**src/hdl/rw_pkg.sv**
```systemverilog
// ------------------------------
// Shared widths, types and constants for the read/write engine lane
// Packet and request structs are 65 bits wide, cmd or op in the top bit
// For configuration packets, index[1:0] selects the register
// ------------------------------
package rw_pkg;

    // ------------------------------
    // Widths and sizes
    // ------------------------------
    localparam int ADDR_W  = 32;
    localparam int DATA_W  = 32;
    localparam int COUNT_W = 16;

    // Element size is 4 bytes
    localparam int ELEM_SHIFT = 2;

    // Both FIFOs share depth and threshold
    localparam int FIFO_DEPTH  = 16;
    localparam int PROG_THRESH = 8;

    // ------------------------------
    // Plain vector types
    // ------------------------------
    typedef logic [ADDR_W-1:0]  addr_t;
    typedef logic [DATA_W-1:0]  data_t;
    typedef logic [COUNT_W-1:0] count_t;

    // ------------------------------
    // Encodings
    // ------------------------------
    typedef enum logic {
        CMD_CONFIG = 1'b0,
        CMD_DATA   = 1'b1
    } pkt_cmd_e;

    typedef enum logic [1:0] {
        CFG_BASE  = 2'd0,
        CFG_COUNT = 2'd1,
        CFG_OP    = 2'd2
    } cfg_sel_e;

    typedef enum logic {
        OP_READ  = 1'b0,
        OP_WRITE = 1'b1
    } mem_op_e;

    // ------------------------------
    // Structs
    // ------------------------------
    // Incoming packet, index doubles as register select for config
    typedef struct packed {
        pkt_cmd_e cmd;
        addr_t    index;
        data_t    data;
    } mem_packet_t;

    typedef struct packed {
        mem_op_e op;
        addr_t   addr;
        data_t   data;
    } mem_request_t;

    typedef struct packed {
        addr_t   base;
        count_t  count;
        mem_op_e op;
    } rw_config_t;

endpackage

```
**src/hdl/sync_fifo.sv**
```systemverilog
`timescale 1ns/100ps
// ------------------------------
// Single-clock FIFO of DEPTH entries, WIDTH bits each
// dout_o and valid_o follow rd_en_i by one cycle
// Push while full and pop while empty are dropped
// prog_full_o asserts at rw_pkg::PROG_THRESH entries
// ------------------------------
module sync_fifo #(
    parameter int WIDTH = 65,
    parameter int DEPTH = 16
) (
    input  logic             ap_clk_i,
    input  logic             areset_csr_engine_i,
    input  logic             wr_en_i,
    input  logic [WIDTH-1:0] din_i,
    input  logic             rd_en_i,
    output logic [WIDTH-1:0] dout_o,
    output logic             valid_o,
    output logic             empty_o,
    output logic             full_o,
    output logic             prog_full_o
);

    localparam int PTR_W = (DEPTH > 1) ? $clog2(DEPTH) : 1;
    localparam int CNT_W = $clog2(DEPTH + 1);

    logic [WIDTH-1:0] mem [DEPTH];
    logic [PTR_W-1:0] wr_ptr;
    logic [PTR_W-1:0] rd_ptr;
    logic [CNT_W-1:0] occupancy;
    logic             wr_fire;
    logic             rd_fire;

    // Wrap explicitly so DEPTH need not be a power of two
    function automatic logic [PTR_W-1:0] next_ptr(input logic [PTR_W-1:0] ptr);
        if (ptr == PTR_W'(DEPTH - 1)) begin
            return '0;
        end
        return ptr + 1'b1;
    endfunction

    assign wr_fire     = wr_en_i && !full_o;
    assign rd_fire     = rd_en_i && !empty_o;
    assign empty_o     = (occupancy == '0);
    assign full_o      = (occupancy == CNT_W'(DEPTH));
    assign prog_full_o = (occupancy >= CNT_W'(rw_pkg::PROG_THRESH));

    always_ff @(posedge ap_clk_i) begin
        if (areset_csr_engine_i) begin
            wr_ptr    <= '0;
            rd_ptr    <= '0;
            occupancy <= '0;
            valid_o   <= 1'b0;
        end else begin
            valid_o <= rd_fire;
            if (wr_fire) begin
                wr_ptr <= next_ptr(wr_ptr);
            end
            if (rd_fire) begin
                rd_ptr <= next_ptr(rd_ptr);
            end
            case ({wr_fire, rd_fire})
                2'b10:   occupancy <= occupancy + 1'b1;
                2'b01:   occupancy <= occupancy - 1'b1;
                default: occupancy <= occupancy;
            endcase
        end
    end

    // Storage and read register
    always_ff @(posedge ap_clk_i) begin
        if (wr_fire) begin
            mem[wr_ptr] <= din_i;
        end
        if (rd_fire) begin
            dout_o <= mem[rd_ptr];
        end
    end

    // Callers are expected to respect the flags
    a_no_push_full: assert property (@(posedge ap_clk_i) disable iff (areset_csr_engine_i)
        wr_en_i |-> !full_o);
    a_no_pop_empty: assert property (@(posedge ap_clk_i) disable iff (areset_csr_engine_i)
        rd_en_i |-> !empty_o);

endmodule

```
**src/hdl/packet_router.sv**
```systemverilog
`timescale 1ns/100ps
// ------------------------------
// Two-way router behind the input FIFO
// Pops only while the output FIFO is below prog_full
// One strobe per packet, one cycle after the FIFO valid
// ------------------------------
module packet_router (
    input  logic                ap_clk_i,
    input  logic                areset_csr_engine_i,
    input  logic                fifo_valid_i,
    input  rw_pkg::mem_packet_t fifo_dout_i,
    input  logic                fifo_empty_i,
    input  logic                out_prog_full_i,
    output logic                fifo_rd_en_o,
    output logic                cfg_valid_o,
    output logic                data_valid_o,
    output rw_pkg::mem_packet_t pkt_o
);

    logic is_config;

    // Back-pressure from the request side
    assign fifo_rd_en_o = !fifo_empty_i && !out_prog_full_i;

    assign is_config = (fifo_dout_i.cmd == rw_pkg::CMD_CONFIG);

    // ------------------------------
    // Strobes
    // ------------------------------
    always_ff @(posedge ap_clk_i) begin
        if (areset_csr_engine_i) begin
            cfg_valid_o  <= 1'b0;
            data_valid_o <= 1'b0;
        end else begin
            cfg_valid_o  <= fifo_valid_i && is_config;
            data_valid_o <= fifo_valid_i && !is_config;
        end
    end

    // Packet register, shared by both paths
    always_ff @(posedge ap_clk_i) begin
        if (fifo_valid_i) begin
            pkt_o <= fifo_dout_i;
        end
    end

    // The input FIFO only returns a packet that was popped
    a_valid_after_pop: assert property (@(posedge ap_clk_i) disable iff (areset_csr_engine_i)
        fifo_valid_i |-> $past(fifo_rd_en_o));

endmodule

```
**src/hdl/rw_configure.sv**
```systemverilog
`timescale 1ns/100ps
// ------------------------------
// Configuration registers: base, count and op
// The count write must come last, it arms the job
// configured_o stays high until reset
// Register select 3 is ignored
// ------------------------------
module rw_configure (
    input  logic                ap_clk_i,
    input  logic                areset_csr_engine_i,
    input  logic                cfg_valid_i,
    input  rw_pkg::mem_packet_t pkt_i,
    output rw_pkg::rw_config_t  config_o,
    output logic                configured_o,
    output logic                job_start_o
);

    rw_pkg::cfg_sel_e cfg_sel;

    assign cfg_sel = rw_pkg::cfg_sel_e'(pkt_i.index[1:0]);

    // ------------------------------
    // Register writes
    // ------------------------------
    always_ff @(posedge ap_clk_i) begin
        if (areset_csr_engine_i) begin
            config_o     <= '0;
            configured_o <= 1'b0;
            job_start_o  <= 1'b0;
        end else begin
            job_start_o <= 1'b0;
            if (cfg_valid_i) begin
                case (cfg_sel)
                    rw_pkg::CFG_BASE: begin
                        config_o.base <= pkt_i.data;
                    end
                    rw_pkg::CFG_COUNT: begin
                        config_o.count <= pkt_i.data[rw_pkg::COUNT_W-1:0];
                        configured_o   <= 1'b1;
                        // New job for the generator
                        job_start_o    <= 1'b1;
                    end
                    rw_pkg::CFG_OP: begin
                        config_o.op <= rw_pkg::mem_op_e'(pkt_i.data[0]);
                    end
                    default: begin
                        config_o <= config_o;
                    end
                endcase
            end
        end
    end

    // Only configuration packets arrive with the strobe
    a_cfg_cmd: assert property (@(posedge ap_clk_i)
        disable iff (areset_csr_engine_i)
        cfg_valid_i |-> (pkt_i.cmd == rw_pkg::CMD_CONFIG));

endmodule

```
**src/hdl/rw_generator.sv**
```systemverilog
`timescale 1ns/100ps
// ------------------------------
// Request generator, one request per data packet
// addr = base + (index << ELEM_SHIFT), op and base from the config
// Packets outside an active job are dropped, extras beyond count too
// done_o needs all requests issued and the output FIFO empty
// ------------------------------
module rw_generator (
    input  logic                 ap_clk_i,
    input  logic                 areset_csr_engine_i,
    input  logic                 data_valid_i,
    input  rw_pkg::mem_packet_t  pkt_i,
    input  rw_pkg::rw_config_t   config_i,
    input  logic                 configured_i,
    input  logic                 job_start_i,
    input  logic                 out_fifo_empty_i,
    output logic                 req_push_o,
    output rw_pkg::mem_request_t req_o,
    output logic                 done_o
);

    typedef enum logic [1:0] {
        IDLE,
        RUN,
        DRAIN
    } gen_state_e;

    gen_state_e     state;
    rw_pkg::count_t issued_cnt;
    rw_pkg::count_t cnt_cur;
    rw_pkg::count_t cnt_next;
    logic           active;
    logic           accept;

    // ------------------------------
    // Issue decision
    // ------------------------------
    // A job start may land in the same cycle as its first data packet
    always_comb begin
        cnt_cur  = job_start_i ? '0 : issued_cnt;
        active   = job_start_i || (state == RUN);
        accept   = active && configured_i && data_valid_i && (cnt_cur != config_i.count);
        cnt_next = accept ? cnt_cur + 1'b1 : cnt_cur;
    end

    // ------------------------------
    // FSM and counter
    // ------------------------------
    always_ff @(posedge ap_clk_i) begin
        if (areset_csr_engine_i) begin
            state      <= IDLE;
            issued_cnt <= '0;
            req_push_o <= 1'b0;
            done_o     <= 1'b1;
        end else begin
            req_push_o <= accept;
            issued_cnt <= cnt_next;
            if (active) begin
                done_o <= 1'b0;
                state  <= (cnt_next == config_i.count) ? DRAIN : RUN;
            end else if ((state == DRAIN) && out_fifo_empty_i && !req_push_o) begin
                // Last push has landed and left the FIFO
                state  <= IDLE;
                done_o <= 1'b1;
            end
        end
    end

    // Request payload
    always_ff @(posedge ap_clk_i) begin
        if (accept) begin
            req_o.op   <= config_i.op;
            req_o.addr <= config_i.base + (pkt_i.index << rw_pkg::ELEM_SHIFT);
            req_o.data <= pkt_i.data;
        end
    end

    // Nothing left downstream while done is reported
    a_done_drained: assert property (@(posedge ap_clk_i) disable iff (areset_csr_engine_i)
        done_o |-> out_fifo_empty_i);

endmodule

```
**src/hdl/engine_read_write.sv**
```systemverilog
`timescale 1ns/100ps
// ------------------------------
// Read/write engine lane, top level
// Sender must not strobe pkt_valid_i while in_prog_full_o is high
// req_ready_i acts as a read enable, req_valid_o follows a pop by one cycle
// done_o is high out of reset and after each finished job
// ------------------------------
module engine_read_write (
    input  logic                 ap_clk,
    input  logic                 areset_csr_engine,
    input  logic                 pkt_valid_i,
    input  rw_pkg::mem_packet_t  pkt_i,
    input  logic                 req_ready_i,
    output logic                 in_prog_full_o,
    output logic                 req_valid_o,
    output rw_pkg::mem_request_t req_o,
    output logic                 done_o
);

    // Input register
    logic                pkt_valid_q;
    rw_pkg::mem_packet_t pkt_q;

    // Input FIFO
    logic                in_rd_en;
    logic                in_valid;
    logic                in_empty;
    rw_pkg::mem_packet_t in_dout;

    // Router to configuration and generator
    logic                cfg_valid;
    logic                data_valid;
    rw_pkg::mem_packet_t routed_pkt;
    rw_pkg::rw_config_t  config_w;
    logic                configured;
    logic                job_start;

    // Generator to output FIFO
    logic                 req_push;
    rw_pkg::mem_request_t gen_req;
    logic                 out_rd_en;
    logic                 out_empty;
    logic                 out_prog_full;

    // ------------------------------
    // Input register
    // ------------------------------
    always_ff @(posedge ap_clk) begin
        if (areset_csr_engine) begin
            pkt_valid_q <= 1'b0;
        end else begin
            pkt_valid_q <= pkt_valid_i;
        end
    end

    always_ff @(posedge ap_clk) begin
        pkt_q <= pkt_i;
    end

    sync_fifo #(
        .WIDTH ($bits(rw_pkg::mem_packet_t)),
        .DEPTH (rw_pkg::FIFO_DEPTH         )
    ) i_in_fifo (
        .ap_clk_i            (ap_clk           ),
        .areset_csr_engine_i (areset_csr_engine),
        .wr_en_i             (pkt_valid_q      ),
        .din_i               (pkt_q            ),
        .rd_en_i             (in_rd_en         ),
        .dout_o              (in_dout          ),
        .valid_o             (in_valid         ),
        .empty_o             (in_empty         ),
        .full_o              (                 ),
        .prog_full_o         (in_prog_full_o   )
    );

    packet_router i_router (
        .ap_clk_i            (ap_clk           ),
        .areset_csr_engine_i (areset_csr_engine),
        .fifo_valid_i        (in_valid         ),
        .fifo_dout_i         (in_dout          ),
        .fifo_empty_i        (in_empty         ),
        .out_prog_full_i     (out_prog_full    ),
        .fifo_rd_en_o        (in_rd_en         ),
        .cfg_valid_o         (cfg_valid        ),
        .data_valid_o        (data_valid       ),
        .pkt_o               (routed_pkt       )
    );

    rw_configure i_configure (
        .ap_clk_i            (ap_clk           ),
        .areset_csr_engine_i (areset_csr_engine),
        .cfg_valid_i         (cfg_valid        ),
        .pkt_i               (routed_pkt       ),
        .config_o            (config_w         ),
        .configured_o        (configured       ),
        .job_start_o         (job_start        )
    );

    rw_generator i_generator (
        .ap_clk_i            (ap_clk           ),
        .areset_csr_engine_i (areset_csr_engine),
        .data_valid_i        (data_valid       ),
        .pkt_i               (routed_pkt       ),
        .config_i            (config_w         ),
        .configured_i        (configured       ),
        .job_start_i         (job_start        ),
        .out_fifo_empty_i    (out_empty        ),
        .req_push_o          (req_push         ),
        .req_o               (gen_req          ),
        .done_o              (done_o           )
    );

    // ------------------------------
    // Output FIFO
    // ------------------------------
    assign out_rd_en = req_ready_i && !out_empty;

    sync_fifo #(
        .WIDTH ($bits(rw_pkg::mem_request_t)),
        .DEPTH (rw_pkg::FIFO_DEPTH          )
    ) i_out_fifo (
        .ap_clk_i            (ap_clk           ),
        .areset_csr_engine_i (areset_csr_engine),
        .wr_en_i             (req_push         ),
        .din_i               (gen_req          ),
        .rd_en_i             (out_rd_en        ),
        .dout_o              (req_o            ),
        .valid_o             (req_valid_o      ),
        .empty_o             (out_empty        ),
        .full_o              (                 ),
        .prog_full_o         (out_prog_full    )
    );

endmodule

```
**config.mk**
```make
export PLATFORM = sky130hd
export DESIGN_NAME = engine_read_write
export DESIGN_NICKNAME = d
export VERILOG_FILES = /design/src/hdl/rw_pkg.sv /design/src/hdl/sync_fifo.sv /design/src/hdl/packet_router.sv /design/src/hdl/rw_configure.sv /design/src/hdl/rw_generator.sv /design/src/hdl/engine_read_write.sv
export SDC_FILE = /design/constraint.sdc
export NUM_CORES = 2
export LEC_CHECK = 0
export BUFFER_PORTS_ARGS = -buffer_cell sky130_fd_sc_hd__buf_4
export CELL_PAD_IN_SITES_DETAIL_PLACEMENT = 0
export CELL_PAD_IN_SITES_GLOBAL_PLACEMENT = 2
export CORE_UTILIZATION = 40
export CTS_CLUSTER_SIZE = 30
export DETAILED_ROUTE_END_ITERATION = 10
export PLACE_DENSITY = 0.62
export SLEW_MARGIN = 20
export SYNTH_ARGS = -nofsm -noshare
export SYNTH_HDL_FRONTEND = slang
export SYNTH_SLANG_ARGS = --single-unit
```
**constraint.sdc**
```tcl
create_clock -name ap_clk -period 7.28 [get_ports ap_clk]
set_input_delay 1.82 -clock ap_clk [delete_from_list [all_inputs] [get_ports ap_clk]]
set_output_delay 1.82 -clock ap_clk [all_outputs]
set_load 0.005 [all_outputs]
```
Word level (Yosys, flattened, before mapping)
Memory sizes are Yosys's and may differ from the RTL's. A register that Yosys moved wholly into a read port is not among the register bits.
Index checks and enable logic that the tools add are counted.
{ "totals": {"register_bits": 294, "ramBits": 2080, "in_bits": 69, "output_inout_bits": 68, "word_cells": 124, "mem_count": 2} }
{ "classes": {"addsub": 10, "n_lt_le_gt_ge": 2, "eq_ne": 16, "mux": 34, "bitwise": 2, "n_reduce_logical": 30} }
{ "memory_table": {"columns": ["name", "depth", "word_bits", "read_ports", "rd_ports_with_merged_regs", "wr", "line_no", "source"], "rows": [
  ["i_in_fifo.mem", 16, 65, 1, 1, 1, "sync_fifo.sv:27", "logic [WIDTH-1:0] mem [DEPTH];"],
  ["i_out_fifo.mem", 16, 65, 1, 1, 1, "sync_fifo.sv:27", null]
]} }
{ "ops": {"columns": ["cell", "count"], "rows": [
  ["$add 32x32->32", 1],
  ["$mux 16", 2],
  ["$mux 4", 8],
  ["$pmux 5 s2", 2],
  ["$mux 1", 19],
  ["$add 16x1->16 const B", 1],
  ["$add 4x1->4 const B", 4],
  ["$eq 16x16->1", 1],
  ["$eq 4x4->1 const B", 4],
  ["$ne 16x16->1", 1],
  ["$logic_and 1x1->1", 13],
  ["$add 5x1->5 const B", 2],
  ["$eq 5x5->1 const B", 2],
  ["$ge 5x4->1 const B", 2],
  ["$logic_not 5->1", 2],
  ["$sub 5x1->5 const B", 2],
  ["$eq 2x1->1 const B", 4],
  ["$eq 2x2->1 const B", 4],
  ["$logic_not 1->1", 6],
  ["$mux 2", 3],
  ["$reduce_and 2->1", 3],
  ["$reduce_bool 2->1", 3],
  ["$logic_not 2->1", 1],
  ["$not 1->1", 2],
  ["2 further kinds", 2]
]} }

Longest topological paths before layout
{ "logic_depth": {"depth_word": 9, "ltp_mapped": 13, "ltp_nobuf": 12} }

Hierarchy
From an unflattened synthesis, not the netlist that was laid out.
{ "unflattened": {"hier_cells": 4389, "hier_area_um2": 94140.3} }
{ "modules_own_cells": {"columns": ["module", "n_inst", "cells_per_inst", "area_per_inst_um2", "seq_area_each_um2"], "rows": [
  ["sync_fifo at i_in_fifo", 1, 1760, 41641.2, 33462.1],
  ["sync_fifo at i_out_fifo", 1, 1760, 41619.9, 33462.1],
  ["rw_generator", 1, 529, 5332.6, 2352.3],
  ["rw_configure", 1, 202, 2180.8, 1021.0],
  ["packet_router", 1, 70, 2016.9, 1991.9],
  ["engine_read_write", 1, 68, 1348.8, 1321.3]
]} }

Worst setup path after synthesis
No wires, ideal clock.
{ "synth_timing": {"path_kind": "reg2reg", "from": "register i_out_fifo.occupancy[0]", "to": "memory i_out_fifo.mem[3][0], enable pin", "setup_time_ns": 0.568, "arrival_ns": 5.463, "t_required_ns": 6.712, "path_slack_ns": 1.249, "stages_incl_launch_ff": 6, "path_buffers": 1, "period_less_slack_ns": 6.031, "cell_sequence": "dfxtp_1 or4_1 o21a_1 clkbuf_1 nand2_1 nor3_1"} }
{ "synth_via": {"elab_chain_cells": 5} }
{ "synth_lines": {"columns": ["item", "line_no", "source"], "rows": [
  ["start: declaration", "sync_fifo.sv:30", "logic [CNT_W-1:0] occupancy;"],
  ["start signal: assignment", "sync_fifo.sv:63", "2'b10: occupancy <= occupancy + 1'b1;"],
  ["start signal: assignment", "sync_fifo.sv:64", "2'b01: occupancy <= occupancy - 1'b1;"],
  ["start signal: assignment", "sync_fifo.sv:65", "default: occupancy <= occupancy;"],
  ["$eq 5x5->1", "sync_fifo.sv:45", "assign full_o = (occupancy == CNT_W'(DEPTH));"],
  ["$logic_not 1->1", "sync_fifo.sv:42", "assign wr_fire = wr_en_i && !full_o;"],
  ["$logic_and 1x1->1", "sync_fifo.sv:42", null],
  ["$mux 1", "sync_fifo.sv:72", "if (wr_fire) begin"],
  ["$mux 1 (implied by the code)", "sync_fifo.sv:73", "mem[wr_ptr] <= din_i;"],
  ["end: declaration", "sync_fifo.sv:27", null]
]} }
No other way between the ends.

Worst setup path in the final report
{ "layout_timing": {"from": "register i_configure.job_start_o", "to": "register i_generator.req_o[42] (netlist name), enable pin"} }
{ "layout_via": {"elab_chain_cells": 4, "word_cells_on_any_way": 6, "cone_classes": "eq/ne (1); mux (1); reduce/logical (4)"} }
{ "layout_lines": {"columns": ["item", "line_no", "source"], "rows": [
  ["start: declaration", "rw_configure.sv:15", "output logic job_start_o"],
  ["start signal: assignment", "rw_configure.sv:29", "job_start_o <= 1'b0;"],
  ["start signal: assignment", "rw_configure.sv:31", "job_start_o <= 1'b0;"],
  ["start signal: assignment", "rw_configure.sv:41", "job_start_o <= 1'b1;"],
  ["parallel branches: the longest is 3 deep, another holds $mux 16", null, null],
  ["$logic_and 1x1->1 (*)", "rw_generator.sv:42", "accept = active && configured_i && data_valid_i && (cnt_cur != config_i.count);"],
  ["named net i_generator.accept", "rw_generator.sv:33", "logic accept;"],
  ["end: declaration", "rw_generator.sv:18", "output rw_pkg::mem_request_t req_o,"]
]} }
Mark *: on every way through the listed nets, which the timed path passes.
A chain may end at the register's enable or synchronous reset.

==> summary.md <==
| Metric | Value |
|---|---|
| Outcome | finished, final reports clean |
| Pre-antenna DRT Iters | 5 |
| Mapped cell area | between 90000 and 100000 µm² |
| Reg area | 72500 µm² |
| Share of cells above drive strength 1 | 0.281 |
| Worst setup EP type | flop |
| Final hold vios | 0 |
| Critical path class | flop to flop |
| Area Growth Syn to Fin | 14.6% |
| H-Tree Depth | 5 |
| Post-synth EDFFs | between 2k and 2.5k |
| Reg clk slew, reported paths | 60 ps |
| DPL Wire Length | between 100 and 150 mm |
| Post-synthesis sequential area ratio | 0.786 |
| Cell area after layout | 106000 µm² |
| First-pass GRT wire length | 308 mm |
| Maximum clock rate | 0.229 GHz |
| # setup viols final | 0 |
| Main synth FF type | edfxtp_1 |
| Mapped Cells | roughly 4.0k |
| Reg2reg path depth | 8 |
| Total GRT Usage | 0.186 |
| Pins Over Slew Limit | 0 |
| Ys Warns | 0 |
| Cts hold-fix bufs | 0 |
| Kind of start point of the critical path | flop |
| Global route total overflow | 0 |
| Worst path cell trace | buf_4 -> o211ai_1 -> a222oi_1 -> and4_1 -> nand2_1 -> nand2_1 -> clkinv_2 -> buf_4 |
| Post-CTS sizing | 0 |
| Lkg Pwr | 0.0326 µW |
| Final total power | ~32000 µW |
| R2R Setup Slk | 2910 ps |
| Worst setup path endpoint | i_generator.req_o[42]$_DFFE_PN_ |
| Placed cells | 7086 |
| Data required time of the worst path | 7830 ps |
| Placement Setup Slack | 2820 ps |
| Vias per cell | 5.42 |
| Setup WS post-layout | 2910 ps |
| Total CTS buffers | about 280 |
| Final wirelength | 213 mm |
| Initial antenna violation count | 27 |
| Worst-Skew Late Latency | 910 ps |
| Clock buffer depth | 4 |
| Crit-path max cell delay | 760 ps |
| Critical path buffers and inverters | 3 |
| Total Negative Setup Slacks | 0 ps |
| Worst Tran Pin Value | ~1000 ps |
| Critical path's slowest cell | dfxtp_1 |
| Area occupied by multi-input gates | 19100 µm² |
| CP max FO | 34 |
| Final non-filler cell total | 7559 |
| Yosys cell types | 71 |
| RSZ-0062 raised after global routing | false |
| Wire per inst | 28.2 µm |
| Power Dens Cells | a little over 300 nW/µm² |
| Clock Sinks | about 2.5k |
| Die Y | approximately 480 µm |
| HP Class | flop to flop |
| Tmin final | 4370 ps |
| Port bufs | 134 |
| Synth top cells by count | edfxtp_1 (2303), mux4_2 (640), dfxtp_1 (165), nand2_1 (143), clkbuf_1 (128) |
| Stages on the worst setup path | 8 |
| DRC Markers | 0 |
| RR Endpoint | i_generator.req_o[42]$_DFFE_PN_ |
| Count leader, synth | edfxtp_1 |
| Clk_skew | 38.1 ps |
| Peak VDD IR | 0.000258 V |
| Yosys reg bits | 2468 |
| Die area | 232000 µm² |
| Top Family by Delay on Critical Path | buffers and inverters |
| Largest net degree at the start of global routing | 126 |
| Setup crit start | i_configure.job_start_o$_SDFF_PP0_ |
| DP Area | 97300 µm² |
| Gp weighted congestion | around 0.74 |
| Post-Syn Area per Cell | about 23 µm² |
| Critical Path AT | 4920 ps |
| Max cap viols | 0 |
| CTS tree | yes |
| Yosys top cell area share | 0.750 |
| Mapped Nets | 4159 |
| DR vias | 41.0k |
| Area contributors post-synth | edfxtp_1 (75%), mux4_2 (16%), dfxtp_1 (3.6%) |
| Slew headroom | 0.310 |
| FF-to-FF Start | i_configure.job_start_o$_SDFF_PP0_ |
| Final Net Count | ~4.5k |
| Drt initial violations | 3326 |
| Async set-or-reset flop fraction in the synthesized netlist | 0 |
| Floorplan row count | 175 |
| Clock root cell | clkbuf_16 |
| Fillers | ~19k |
| IO Pins | 137 |
| Final Cycle Share | 0.600 |
| Postcts setup bufs | 0 |
| Vias in the first global route | 42.8k |
| Cell taking the most area after synthesis | edfxtp_1 |
| Die X-Extent | slightly below 500 µm |
| Initial Util | 0.404 |
| Core Box Area | 228000 µm² |
| Post-route ant nets | 0 |
==> layout make-up <==
| cell class | count | area share |
|---|---|---|
| Tap cell | 3009 | 0.0356 |
| Multi-Input combinational cell | 1345 | 0.181 |
| Clock buffer | 368 | 0.0720 |
| Inverter | 40 | 0.00147 |
| Antenna cell | 3 | 0.0000711 |
| Clock inverter | 101 | 0.00648 |
| Timing Repair Buffer | 225 | 0.0176 |
| Sequential cell | 2468 | 0.686 |
==> metal layers <==
metal | vias up | share of wire | track usage
met5 | - | 0 | 0
met4 | 0 | 0.023 | 0.0498
met3 | 326 | 0.043 | 0.0263
met2 | 931 | 0.51 | 0.314
met1 | 22155 | 0.43 | 0.252
li1 | 17553 | - | -
==> registers in the layout, summed over array words and instances (netlist names), 2 cells and up <==
signal                  flops
i_out_fifo.dout_o          65
i_configure.config_o       49
i_out_fifo.occupancy        5
i_in_fifo.mem            1008
pkt_q                      63
i_generator.req_o          65
i_out_fifo.rd_ptr           4
i_in_fifo.occupancy         5
i_in_fifo.dout_o           63
i_out_fifo.wr_ptr           4
i_router.pkt_o             62
i_in_fifo.wr_ptr            4
i_generator.issued_cnt     16
i_generator.state           2
i_out_fifo.mem           1040
i_in_fifo.rd_ptr            4
==> placed cells by master, fill, tap and decap left out, drive strengths merged, types with 4 or more instances in the layout <==
cell,instances
edfxtp,2303
mux4,640
clkbuf,368
buf,225
dfxtp,165
nand2,143
nor2,108
a21oi,101
clkinv,90
ha,48
xnor2,43
inv,40
xor2,31
nor3,26
o21ai,25
a21o,23
nor2b,15
nand3,14
or4,9
nand2b,9
bufinv,8
o21a,7
nand4,7
nand3b,6
a31oi,6
a211oi,6
and3,5
or3,5
o21bai,4
mux2i,4
xnor3,4
==> cell families (layout without fill, tap and decap cells) <==
group | after synthesis | count (layout) | share of synthesized area
xor+xnor | 79 | 79 | 0.00827
simple gates | 363 | 363 | 0.0179
buf+inv | 226 | 734 | 0.00946
flops | 2468 | 2468 | 0.786
compound gates | 207 | 207 | 0.0143
mux | 645 | 645 | 0.157
other cells | 0 | 3 | 0
fa+ha+maj | 51 | 51 | 0.00717
==> power breakdown <==
part | leakage, µW | total (µW) | internal [µW] | switching (µW)
Clock | 0.00406 | 12900 | 7580 | 5330
Sequential | 0.0222 | 16500 | 16100 | 468
Combinational | 0.00638 | 2920 | 1430 | 1500
==> through the flow <==
| step | util | hold WS (ps) |
|---|---|---|
| final | 0.463 | 416 |
| after global routing | 0.463 | 422 |
| after CTS | 0.463 | 417 |
| after detailed placement | 0.427 | 405 |
| after floorplan | - | 400 |
| after global placement | 0.427 | 400 |
==> worst min path at each step <==
stage | start | end | slack [ps] | cells past startpoint
2_1_floorplan | i_in_fifo.dout_o[0]$_DFFE_PP_ | i_router.pkt_o[0]$_DFFE_PP_ | 400 | 0
3_3_place_gp | i_in_fifo.dout_o[55]$_DFFE_PP_ | i_router.pkt_o[55]$_DFFE_PP_ | 400 | 0
3_5_place_dp | i_in_fifo.dout_o[10]$_DFFE_PP_ | i_router.pkt_o[10]$_DFFE_PP_ | 400 | 0
4_1_cts | i_in_fifo.dout_o[50]$_DFFE_PP_ | i_router.pkt_o[50]$_DFFE_PP_ | 420 | 0
5_1_grt | i_in_fifo.dout_o[12]$_DFFE_PP_ | i_router.pkt_o[12]$_DFFE_PP_ | 420 | 0
6_report | i_in_fifo.dout_o[19]$_DFFE_PP_ | i_router.pkt_o[19]$_DFFE_PP_ | 420 | 0
Power figures use the tool's default switching activity.
